File: src/verilog/vmask_settings.svh
`ifndef VMASK_SETTINGS_SVH
`define VMASK_SETTINGS_SVH

// Vector register length in bits
// The design also works with 256 or 512, as long as it stays a multiple of 64
`define VMASK_VLEN 128

// Width of the scalar result written back to the integer register file
// The vpopc count and the vfirst index are zero-extended to this width
`define VMASK_XLEN 64

// With SEW fixed at 8 bits the mask holds VLEN/8 elements, the largest count
// that either reduction has to handle

`endif

File: src/verilog/vmask_pkg.sv
`include "vmask_settings.svh"
`default_nettype none

package vmask_pkg;

    localparam int VLEN = `VMASK_VLEN;
    localparam int XLEN = `VMASK_XLEN;

    // One mask bit per element, and the smallest element is a byte
    localparam int MASK_W = VLEN / 8;

    // Wide enough to hold any count from zero up to MASK_W
    localparam int CNT_W = $clog2(MASK_W + 1);

    typedef enum logic [1:0] {
        SEW_8  = 2'b00,
        SEW_16 = 2'b01,
        SEW_32 = 2'b10,
        SEW_64 = 2'b11
    } sew_t;

    typedef enum logic {
        OP_VPOPC  = 1'b0,
        OP_VFIRST = 1'b1
    } vmask_op_t;

    typedef logic [VLEN-1:0]   bus_simd_t;
    typedef logic [MASK_W-1:0] bus_mask_t;
    typedef logic [XLEN-1:0]   bus64_t;

    typedef struct packed {
        vmask_op_t op;
        sew_t      sew;
        bus_simd_t vs2;
        bus_mask_t vm;
        logic      use_mask;
        logic [4:0] rd;
    } vmask_req_t;

    typedef struct packed {
        logic [4:0] rd;
        bus64_t     data;
    } vmask_resp_t;

    // Number of elements held by one vector register at the given width
    function automatic logic [CNT_W-1:0] elem_count(input sew_t sew);
        logic [CNT_W-1:0] cnt;
        case (sew)
            SEW_8:   cnt = CNT_W'(VLEN / 8);
            SEW_16:  cnt = CNT_W'(VLEN / 16);
            SEW_32:  cnt = CNT_W'(VLEN / 32);
            SEW_64:  cnt = CNT_W'(VLEN / 64);
            default: cnt = '0;
        endcase
        return cnt;
    endfunction

    // Element i is active when bit i of vs2 is set, it lies below the element
    // count, and the mask bit allows it whenever masking is on
    function automatic bus_mask_t active_bits(
        input sew_t      sew,
        input bus_simd_t vs2,
        input bus_mask_t vm,
        input logic      use_mask
    );
        bus_mask_t        act;
        logic [CNT_W-1:0] cnt;
        cnt = elem_count(sew);
        for (int i = 0; i < MASK_W; i++) begin
            act[i] = vs2[i] & (vm[i] | ~use_mask) & (i < int'(cnt));
        end
        return act;
    endfunction

endpackage

`default_nettype wire

File: src/verilog/vpopc.sv
`timescale 1ns/1ps
`default_nettype none

module vpopc (
    input  vmask_pkg::sew_t      sew_i,
    input  vmask_pkg::bus_simd_t data_vs2_i,
    input  vmask_pkg::bus_mask_t data_vm_i,
    input  logic                 use_mask_i,
    output vmask_pkg::bus64_t    data_vd_o
);

    import vmask_pkg::*;

    bus_mask_t        active;
    logic [CNT_W-1:0] count;

    // Elements past VLEN/SEW are cleared here, so the adder below can simply
    // run over the full mask width for every SEW
    always_comb begin
        active = active_bits(sew_i, data_vs2_i, data_vm_i, use_mask_i);
    end

    // Population count of the active elements
    // The largest possible value is MASK_W, which CNT_W bits always cover
    always_comb begin
        count = '0;
        for (int i = 0; i < MASK_W; i++) begin
            count = count + CNT_W'(active[i]);
        end
    end

    // vcpop.m writes an unsigned count, so the upper bits are zero
    assign data_vd_o = {{(XLEN - CNT_W){1'b0}}, count};

endmodule

`default_nettype wire

File: src/verilog/vfirst.sv
`timescale 1ns/1ps
`default_nettype none

module vfirst (
    input  vmask_pkg::sew_t      sew_i,
    input  vmask_pkg::bus_simd_t data_vs2_i,
    input  vmask_pkg::bus_mask_t data_vm_i,
    input  logic                 use_mask_i,
    output vmask_pkg::bus64_t    data_vd_o
);

    import vmask_pkg::*;

    bus_mask_t        active;
    logic             found;
    logic [CNT_W-1:0] index;

    // Same active-element vector as vcpop.m uses
    always_comb begin
        active = active_bits(sew_i, data_vs2_i, data_vm_i, use_mask_i);
    end

    // Priority scan from element 0 upward
    // Once a set bit has been seen the later ones are ignored
    always_comb begin
        found = 1'b0;
        index = '0;
        for (int i = 0; i < MASK_W; i++) begin
            if (active[i] && !found) begin
                found = 1'b1;
                index = CNT_W'(i);
            end
        end
    end

    // No active element returns -1, which is all ones in the scalar register
    always_comb begin
        if (found) begin
            data_vd_o = {{(XLEN - CNT_W){1'b0}}, index};
        end else begin
            data_vd_o = '1;
        end
    end

endmodule

`default_nettype wire

File: src/verilog/vmask_result.sv
`timescale 1ns/1ps
`default_nettype none

module vmask_result (
    input  logic                   clk_i,
    input  logic                   reset_i,
    input  logic                   valid_i,
    input  vmask_pkg::vmask_op_t   op_i,
    input  logic [4:0]             rd_i,
    input  vmask_pkg::bus64_t      popc_i,
    input  vmask_pkg::bus64_t      first_i,
    output logic                   valid_o,
    output vmask_pkg::vmask_resp_t resp_o
);

    import vmask_pkg::*;

    bus64_t      sel_data;
    vmask_resp_t resp_d;
    vmask_resp_t resp_q;
    logic        valid_q;

    // Both reductions are computed every cycle, the opcode picks the one
    // that is written back
    always_comb begin
        case (op_i)
            OP_VPOPC:  sel_data = popc_i;
            OP_VFIRST: sel_data = first_i;
            default:   sel_data = popc_i;
        endcase
    end

    always_comb begin
        resp_d.rd   = rd_i;
        resp_d.data = sel_data;
    end

    // Valid follows the input strobe one cycle later
    always_ff @(posedge clk_i) begin
        if (reset_i) begin
            valid_q <= 1'b0;
        end else begin
            valid_q <= valid_i;
        end
    end

    // The response only loads on a valid request, so it keeps its last value
    // through idle cycles
    always_ff @(posedge clk_i) begin
        if (reset_i) begin
            resp_q <= '0;
        end else if (valid_i) begin
            resp_q <= resp_d;
        end
    end

    assign valid_o = valid_q;
    assign resp_o  = resp_q;

endmodule

`default_nettype wire

File: src/verilog/vmask_unit.sv
`timescale 1ns/1ps
`default_nettype none

module vmask_unit (
    input  logic                   clk_i,
    input  logic                   reset_i,
    input  logic                   valid_i,
    input  vmask_pkg::vmask_req_t  req_i,
    output logic                   valid_o,
    output vmask_pkg::vmask_resp_t resp_o
);

    import vmask_pkg::*;

    bus64_t popc_data;
    bus64_t first_data;

    // vcpop.m datapath
    vpopc popc0 (
        .sew_i      (req_i.sew),
        .data_vs2_i (req_i.vs2),
        .data_vm_i  (req_i.vm),
        .use_mask_i (req_i.use_mask),
        .data_vd_o  (popc_data)
    );

    // vfirst.m datapath, fed from the same operands
    vfirst first0 (
        .sew_i      (req_i.sew),
        .data_vs2_i (req_i.vs2),
        .data_vm_i  (req_i.vm),
        .use_mask_i (req_i.use_mask),
        .data_vd_o  (first_data)
    );

    // Single register stage that gives the unit its one-cycle latency
    vmask_result result0 (
        .clk_i   (clk_i),
        .reset_i (reset_i),
        .valid_i (valid_i),
        .op_i    (req_i.op),
        .rd_i    (req_i.rd),
        .popc_i  (popc_data),
        .first_i (first_data),
        .valid_o (valid_o),
        .resp_o  (resp_o)
    );

endmodule

`default_nettype wire

File: config.mk
export PLATFORM = sky130hd
export DESIGN_NAME = vmask_unit
export DESIGN_NICKNAME = d
export VERILOG_FILES = /design/src/verilog/vmask_pkg.sv /design/src/verilog/vpopc.sv /design/src/verilog/vfirst.sv /design/src/verilog/vmask_result.sv /design/src/verilog/vmask_unit.sv
export VERILOG_INCLUDE_DIRS = /design/src /design/src/verilog
export SDC_FILE = /design/constraint.sdc
export NUM_CORES = 1
export LEC_CHECK = 0
export ABC_AREA = 1
export BUFFER_PORTS_ARGS = -buffer_cell sky130_fd_sc_hd__buf_2
export CAP_MARGIN = 5
export CORE_AREA = 2 2 88 90
export DETAILED_ROUTE_END_ITERATION = 10
export DIE_AREA = 0 0 90 92
export PLACE_DENSITY_LB_ADDON = 0.12
export SYNTH_ARGS = -nofsm -noshare
export SYNTH_HDL_FRONTEND = slang
export SYNTH_SLANG_ARGS = --single-unit
File: constraint.sdc
create_clock -name clk_i -period 6.2 [get_ports clk_i]
set_input_delay 1.86 -clock clk_i [delete_from_list [all_inputs] [get_ports clk_i]]
set_output_delay 1.86 -clock clk_i [all_outputs]
set_load 0.005 [all_outputs]
==> flow_summary.rst, run 1 <==
.. list-table::
   :header-rows: 1

   * - Metric
     - Value
   * - Actual transition at the worst max-transition pin
     - between 400 and 500 ps
   * - Cell area after synthesis
     - 1748 sq um
   * - Launching element type of the critical path
     - input port
   * - Post-synthesis instance total
     - between 200 and 250
   * - Global-route wire length before repair
     - 6748 microns
   * - Leakage Power
     - 0.001338 uW
   * - Share of the synthesized netlist area taken by xor and xnor gates
     - 0.01002
   * - Nets in the synthesized netlist
     - 419
   * - Maxcap violations
     - 0
   * - Worst-Skew Late Latency
     - ~240 ps
   * - Layout Area Growth over Synthesis
     - 23.91%
   * - Relative slew slack
     - 0.7211
   * - Root buffer cell
     - sky130_fd_sc_hd__clkbuf_8
   * - Maximum number of pins on one net before global-route repair
     - 61
   * - Setup TNS
     - 0 ps
   * - # port buffers
     - 113
   * - TritonCTS clock tree
     - done
   * - Post-CTS Resized
     - 0
   * - Non-filler instance count after layout
     - 419
   * - Data arrival time of the critical path
     - 6040 ps
   * - WL final
     - about 4000 microns
   * - Synth unique cells
     - 34
   * - Clock transition at the registers of the reported paths
     - 50 ps
   * - Dpl ws
     - 26.62 ps
   * - Crit end category
     - register
   * - Slowest stage cell on the critical path
     - sky130_fd_sc_hd__fa_1
   * - Placed wire-length estimate after detailed placement
     - 3538 microns
   * - Die width
     - around 90 microns
   * - Number of nets in the layout
     - 491
   * - WL per Instance
     - about 9.6 microns
   * - Synthesized-area fraction occupied by ao, oa, aoi and oai cells
     - 0.1016
   * - Count of unresolved DRC violations after routing
     - 0
   * - Die Area
     - 8280 sq um
   * - Max Buffers Root-to-Sink
     - 2
   * - Num rows
     - 32
   * - Dpl cells
     - approximately 420
   * - RSZ-0062 raised after global routing
     - no
   * - Level count of the clock H-tree
     - 1
   * - Number of endpoints failing setup at the final stage
     - 0
   * - Final worst-path cycle share
     - 0.9470
   * - Area post-placement
     - between 2000 and 2500 sq um
   * - Hold Vio Cnt, Final
     - 0
   * - Clock period minus worst slack
     - slightly below 6000 ps
   * - Post-synthesis register bit count
     - 12
   * - Number of design-rule violations left by the first detailed-router iteration
     - between 50 and 60
   * - Final worst clock skew
     - 0 ps
   * - Post-synthesis sequential area ratio
     - 0.1374
   * - Cells taking the most area after synthesis
     - sky130_fd_sc_hd__buf_4, sky130_fd_sc_hd__dfxtp_1, sky130_fd_sc_hd__fa_1
   * - Detailed-route vias per instance
     - 3.745
   * - Final standard cell area without fillers
     - 2166 sq um
   * - Number of top-level pins
     - 226
   * - Antenna violations before repair
     - 0
   * - Most numerous cell on the critical path
     - sky130_fd_sc_hd__fa_1
   * - Number of buffers added by the clock tree synthesis step
     - 3
   * - Ys Warns
     - 0
   * - Achievable Freq
     - 170.3 MHz
   * - Required arrival time at the worst endpoint
     - 6370 ps
   * - Cell type contributing the most total cell area after synthesis
     - sky130_fd_sc_hd__buf_4
   * - Power density over cell area
     - 154.4 nW/um^2
   * - Area of the multi-input gates
     - 902.1 sq um
   * - Number of max-slew violations in the final report
     - 0
   * - Classification of the worst-slack hold path
     - register to register
   * - Final RePlAce weighted congestion
     - 0.7205
   * - Area share of the largest cell type after synthesis
     - 0.2491
   * - Largest family of logic cells by synthesized area
     - buffers and inverters
   * - Share of synthesized cell area in full adder, half adder and majority cells
     - 0.1646
   * - Register Area
     - ~240 sq um
   * - Number of buffers inserted to repair setup after CTS
     - 0
   * - Highest cell delay on the worst timing path
     - about 540 ps
   * - Post-synthesis mux area share
     - 0
   * - Fillers
     - roughly 860
   * - Setup slack after layout
     - 328.6 ps
   * - Avg Cell Area, Syn
     - between 7 and 8 sq um
   * - Iteration count of the initial detailed-routing pass
     - 4
   * - Setup slack of the worst register-to-register path
     - 5230 ps
   * - Area inside the core boundary
     - 7447 sq um
   * - Number of antenna diodes
     - 0
   * - Post-Synth Simple-Gate Area
     - 0.2398
   * - Number of buffers added to fix hold violations after cts
     - 0
   * - Share of cells above drive strength 1
     - 0.4637
   * - Total vias in the final route
     - 1,569
   * - Worst-path cell chain
     - buf_2 -> inv_2 -> buf_4 -> or2_2 -> nand3_2 -> inv_1 -> fa_1 -> inv_1 -> fa_1 -> fa_1 -> inv_1 -> fa_1 -> fa_1 -> inv_1 -> fa_1 -> a21oi_1 -> o21ai_0 -> a21oi_1
   * - Critical-path maximum fanout
     - 4
   * - Initial Util
     - 0.2347
   * - Number of global-route vias before repair
     - 1,470
   * - Residual overflow from global routing
     - 0
   * - Die height
     - 92 microns
   * - Result of the run
     - finished clean
   * - Antenna Violating Nets Remaining
     - 0
   * - Peak ir drop on the vdd network
     - 0.07304 mV
   * - Global-route usage over all layers
     - 0.09864
   * - Crit Path Class
     - input port to register
   * - Clk sinks
     - 12
[final cells by class]
cell class | count | share of cell area
Inverter | 40 | 0.06932
Tap cell | 102 | 0.05893
Timing Repair Buffer | 128 | 0.3189
Sequential cell | 12 | 0.1109
Clock buffer | 4 | 0.02542
Multi-Input combinational cell | 133 | 0.4165
[flip-flops by register name, indices dropped and copies added, names as in the netlist]
register / flops
result0.valid_o: 1
result0.resp_o: 11
[cell usage after synthesis, drive strengths merged]
cell and n:
ha 7, nand3 10, xor2 1, or2 1, a21oi 7, o211a 2
inv 40, o211ai 2, nor3 3, buf 60, o21bai 1, nand2 41
dfxtp 12, clkbuf 1, o21ai 13, nand4 4, nor2 27, xnor2 1
o21a 2, fa 10, o221ai 1
[path summary, 6_finish.rpt]
check                             startpoint                              end  depth (start not counted)
min reg2reg   result0.resp_o[2]$_SDFFE_PP0P_   result0.resp_o[2]$_SDFFE_PP0P_                          2
max                                 req_i[5]   result0.resp_o[1]$_SDFFE_PP0P_                         18
max reg2reg  result0.resp_o[62]$_SDFFE_PP0P_  result0.resp_o[62]$_SDFFE_PP0P_                          3
min           result0.resp_o[2]$_SDFFE_PP0P_   result0.resp_o[2]$_SDFFE_PP0P_                          2
[cells in the final DEF, fill, tap and decap left out, drive strengths merged]
master	Yosys	final
nand3	10	10
dfxtp	12	12
o21bai	1	1
nor2	27	27
xnor2	1	1
ha	7	7
buf	60	128
o211a	2	2
or2	1	1
o21a	2	2
o21ai	13	13
nand2	41	41
inv	40	40
xor2	1	1
nand4	4	4
clkbuf	1	4
fa	10	10
o211ai	2	2
nor3	3	3
a21oi	7	7
o221ai	1	1
[stage by stage]
stage | utilization | power [uW] | hold WS [ps]
after floorplan | - | 215.3 | 455.7
after CTS | 0.2908 | 341.1 | 468.2
after detailed placement | 0.2834 | 254.8 | 458.9
after global placement | 0.2834 | 256.8 | 454.7
after global routing | 0.2908 | 377.0 | 504.1
final | 0.2908 | 334.5 | 463.7
[where the power goes]
part | total [uW] | internal (uW) | leakage (uW) | switching, uW
combinational | 164 | 77.3 | 0.00121 | 86.6
sequential | 86.1 | 83.5 | 0.0000992 | 2.61
clock | 84.3 | 56.1 | 0.0000288 | 28.3
[worst max-delay path: cells and delay by family]
kind                     cells  cell delay, ps
adder cells (fa/ha/maj)      6            2890
AND/OR/NAND/NOR              2             340
buffers and inverters        7             540
AO/OA/AOI/OAI                3             390
[per-layer routing]
metal / up-vias / GRT usage / part of all wire
met5: - / 0 / 0
met4: 0 / 0.008974 / 0
met3: 0 / 0.02465 / 0.064
met2: 62 / 0.1786 / 0.48
met1: 666 / 0.1227 / 0.45
li1: 841 / - / -
[kinds of logic (layout without fill, tap and decap cells)]
kind of cell / after synthesis / count (layout)
buf+inv: 101 / 172
fa+ha+maj: 17 / 17
flops: 12 / 12
xor+xnor: 2 / 2
simple gates: 86 / 86
compound gates: 28 / 28
Power figures use the tool's default switching activity.
==> run 2: changes to the inputs <==
Settings changed: GPL_TIMING_DRIVEN set to 0.
==> flow_summary.rst, run 2 (synthesized netlist as in run 1, its figures left out) <==
.. list-table::
   :header-rows: 1

   * - Metric
     - Value
   * - Number of nets in the layout
     - 537 (+9.4%)
   * - Area of the multi-input gates
     - 922.1 sq um (+2.2%)
   * - Number of cells traversed by the worst register-to-register path
     - 2 (-1)
   * - Slowest stage cell on the critical path
     - sky130_fd_sc_hd__fa_1
   * - Highest cell delay on the worst timing path
     - 540 ps (about the same)
   * - WL final
     - 4316 microns (+7.4%)
   * - Most numerous cell on the critical path
     - sky130_fd_sc_hd__fa_1
   * - Final standard cell area without fillers
     - 2517 sq um (+16%)
   * - RSZ-0062 raised after global routing
     - no
   * - Critical-path maximum fanout
     - 10 (+6)
   * - Relative slew slack
     - 0.3490 (-0.3721)
   * - Number of max-slew violations in the final report
     - 0 (unchanged)
   * - Register Area
     - 241.5 sq um (+0.52%)
   * - Dpl cells
     - 461 (+11%)
   * - Dpl ws
     - -259.0 ps (-285.6 ps)
   * - Residual overflow from global routing
     - 0 (unchanged)
   * - Die height
     - 92 microns (unchanged)
   * - Worst reg2reg path endpoint
     - result0.resp_o[62]$_SDFFE_PP0P_
   * - Actual transition at the worst max-transition pin
     - 976.5 ps (+560.0 ps)
   * - Count of unresolved DRC violations after routing
     - 0 (unchanged)
   * - Post-Route Hold Slack
     - 460.2 ps (-3.486 ps)
   * - Number of flip-flops in the largest register
     - 11 (unchanged)
   * - Hold Path End
     - result0.resp_o[3]$_SDFFE_PP0P_
   * - Clk sinks
     - 12 (unchanged)
   * - Number of global-route vias before repair
     - 1,678 (+14%)
   * - Crit Path Class
     - input port to register
   * - Launching element type of the critical path
     - input port
   * - Number of buffers inserted to repair setup after CTS
     - 0 (unchanged)
   * - Share of cells above drive strength 1
     - 0.5427 (+0.07898)
   * - # port buffers
     - 113 (unchanged)
   * - Number of buffers added by the clock tree synthesis step
     - 3 (unchanged)
   * - Iteration count of the initial detailed-routing pass
     - 3 (-1)
   * - Leakage Power
     - 0.001580 uW (+18%)
   * - Initial Util
     - 0.2347 (unchanged)
   * - Number of endpoints failing setup at the final stage
     - 0 (unchanged)
   * - Most frequent standard cell in the layout excluding fill and tap cells
     - sky130_fd_sc_hd__buf_2
   * - Number of design-rule violations left by the first detailed-router iteration
     - 47 (-19%)
   * - Number of antenna diodes
     - 0 (unchanged)
   * - Layout Area Growth over Synthesis
     - 44.02%
   * - Final worst-path cycle share
     - 0.9528 (+0.005801)
   * - Commonest non-fill, non-tap cells in the layout
     - sky130_fd_sc_hd__buf_2, sky130_fd_sc_hd__buf_4, sky130_fd_sc_hd__nand2_1, sky130_fd_sc_hd__inv_1, sky130_fd_sc_hd__nor2_1
   * - Root buffer cell
     - sky130_fd_sc_hd__clkbuf_8
   * - Worst-Skew Late Latency
     - 240 ps (about the same)
   * - Reg2reg start
     - result0.resp_o[62]$_SDFFE_PP0P_
   * - Area post-placement
     - 2442 sq um (+16%)
   * - Global-route usage over all layers
     - 0.1086 (+0.009953)
   * - Classification of the worst-slack hold path
     - register to register
   * - Total vias in the final route
     - 1,730 (+10%)
   * - Die Area
     - 8280 sq um (unchanged)
   * - Clock transition at the registers of the reported paths
     - 50 ps (about the same)
   * - Maxcap violations
     - 0 (unchanged)
   * - Maximum number of pins on one net before global-route repair
     - 61 (unchanged)
   * - Peak ir drop on the vdd network
     - 0.05730 mV (-22%)
   * - Beginning of the worst hold path
     - result0.resp_o[3]$_SDFFE_PP0P_
   * - Cell depth of the worst min-delay path
     - 2 (unchanged)
   * - Data arrival time of the critical path
     - 6080 ps (+40 ps)
   * - Setup slack of the worst register-to-register path
     - 4860 ps (-370 ps)
   * - Fillers
     - 831 (-3.0%)
   * - Detailed-route vias per instance
     - 3.720 (-0.65%)
   * - Crit end category
     - register
   * - Hold Vio Cnt, Final
     - 0 (unchanged)
   * - Achievable Freq
     - 169.3 MHz (-0.61%)
   * - Antenna Violating Nets Remaining
     - 0 (unchanged)
   * - Clock period minus worst slack
     - 5907 ps (+35.97 ps)
   * - Final RePlAce weighted congestion
     - 0.7762 (+7.7%)
   * - Antenna violations before repair
     - 0 (unchanged)
   * - WL per Instance
     - 9.282 microns (-3.2%)
   * - Number of top-level pins
     - 226 (unchanged)
   * - Max Buffers Root-to-Sink
     - 2 (unchanged)
   * - TritonCTS clock tree
     - done
   * - Setup slack after layout
     - 292.6 ps (-35.97 ps)
   * - Required arrival time at the worst endpoint
     - 6370 ps (about the same)
   * - Power density over cell area
     - 141.1 nW/um^2 (-8.6%)
   * - Worst-path cell chain
     - buf_2 -> inv_2 -> buf_6 -> o21ai_2 -> inv_1 -> ha_1 -> inv_1 -> fa_1 -> fa_1 -> fa_1 -> inv_1 -> fa_1 -> fa_2 -> inv_1 -> fa_1 -> a21oi_1 -> o21ai_0 -> a21oi_1
   * - Result of the run
     - finished clean
   * - Level count of the clock H-tree
     - 1 (unchanged)
   * - Global-route wire length before repair
     - 7576 microns (+12%)
   * - Final worst clock skew
     - 0 ps (unchanged)
   * - Area inside the core boundary
     - 7447 sq um (unchanged)
   * - Placed wire-length estimate after detailed placement
     - 3715 microns (+5.0%)
   * - Die width
     - 90 microns (unchanged)
   * - Non-filler instance count after layout
     - 465 (+11%)
   * - Num rows
     - 32 (unchanged)
[run 2: layout make-up]
class                           count  share of cell area
Buffer                             61              0.1809
Clock buffer                        4             0.02187
Inverter                           40             0.05964
Multi-Input combinational cell    133              0.3663
Sequential cell                    12             0.09592
Tap cell                          102             0.05070
Timing Repair Buffer              113              0.2247
[run 2: critical path, delay by kind of cell]
| family | cells | cell delay (ps) |
|---|---|---|
| AOI/OAI and AO/OA | 4 | 510 |
| adders and majority gates | 7 | 3140 |
| buffers and inverters | 7 | 570 |
[run 2: report_power, final]
group          total (uW)  internal (uW)  switching, uW  leakage [uW]
clock network        84.4           56.1           28.3     0.0000288
registers            91.0           83.6           7.42     0.0000995
logic                 180           93.8           86.0       0.00145
[run 2: what timing repair did]
item	in CTS	in global routing
resized for setup	1	6
hold buffers	0	0
setup endpoints to repair	1	4
[run 2: per-stage QoR]
stage                 util  setup TNS [ps]  total power (uW)
detailed placement  0.3280          -474.5             274.7
global route        0.3380               0             395.6
floorplan                -               0             215.3
finish              0.3380               0             355.2
CTS                 0.3353               0             361.5
global placement    0.3278          -438.7             276.4
[run 2: how the worst max path moves through the flow]
stage | from | to | slack, ps | cells after the start
finish | req_i[5] | result0.resp_o[1]$_SDFFE_PP0P_ | 290 | 18
global route | req_i[5] | result0.resp_o[1]$_SDFFE_PP0P_ | 30 | 18
CTS | req_i[5] | result0.resp_o[1]$_SDFFE_PP0P_ | 60 | 18
detailed placement | req_i[5] | result0.resp_o[1]$_SDFFE_PP0P_ | -260 | 18
global placement | req_i[5] | result0.resp_o[1]$_SDFFE_PP0P_ | -240 | 18
floorplan | req_i[5] | result0.resp_o[1]$_SDFFE_PP0P_ | 160 | 17
[run 2: routing by layer]
metal	vias up	routed length (microns)	global-route usage
li1	934	-	-
met1	733	1925	0.1363
met2	61	2105	0.1986
met3	2	269	0.02136
met4	0	15	0.01154
met5	-	0	0
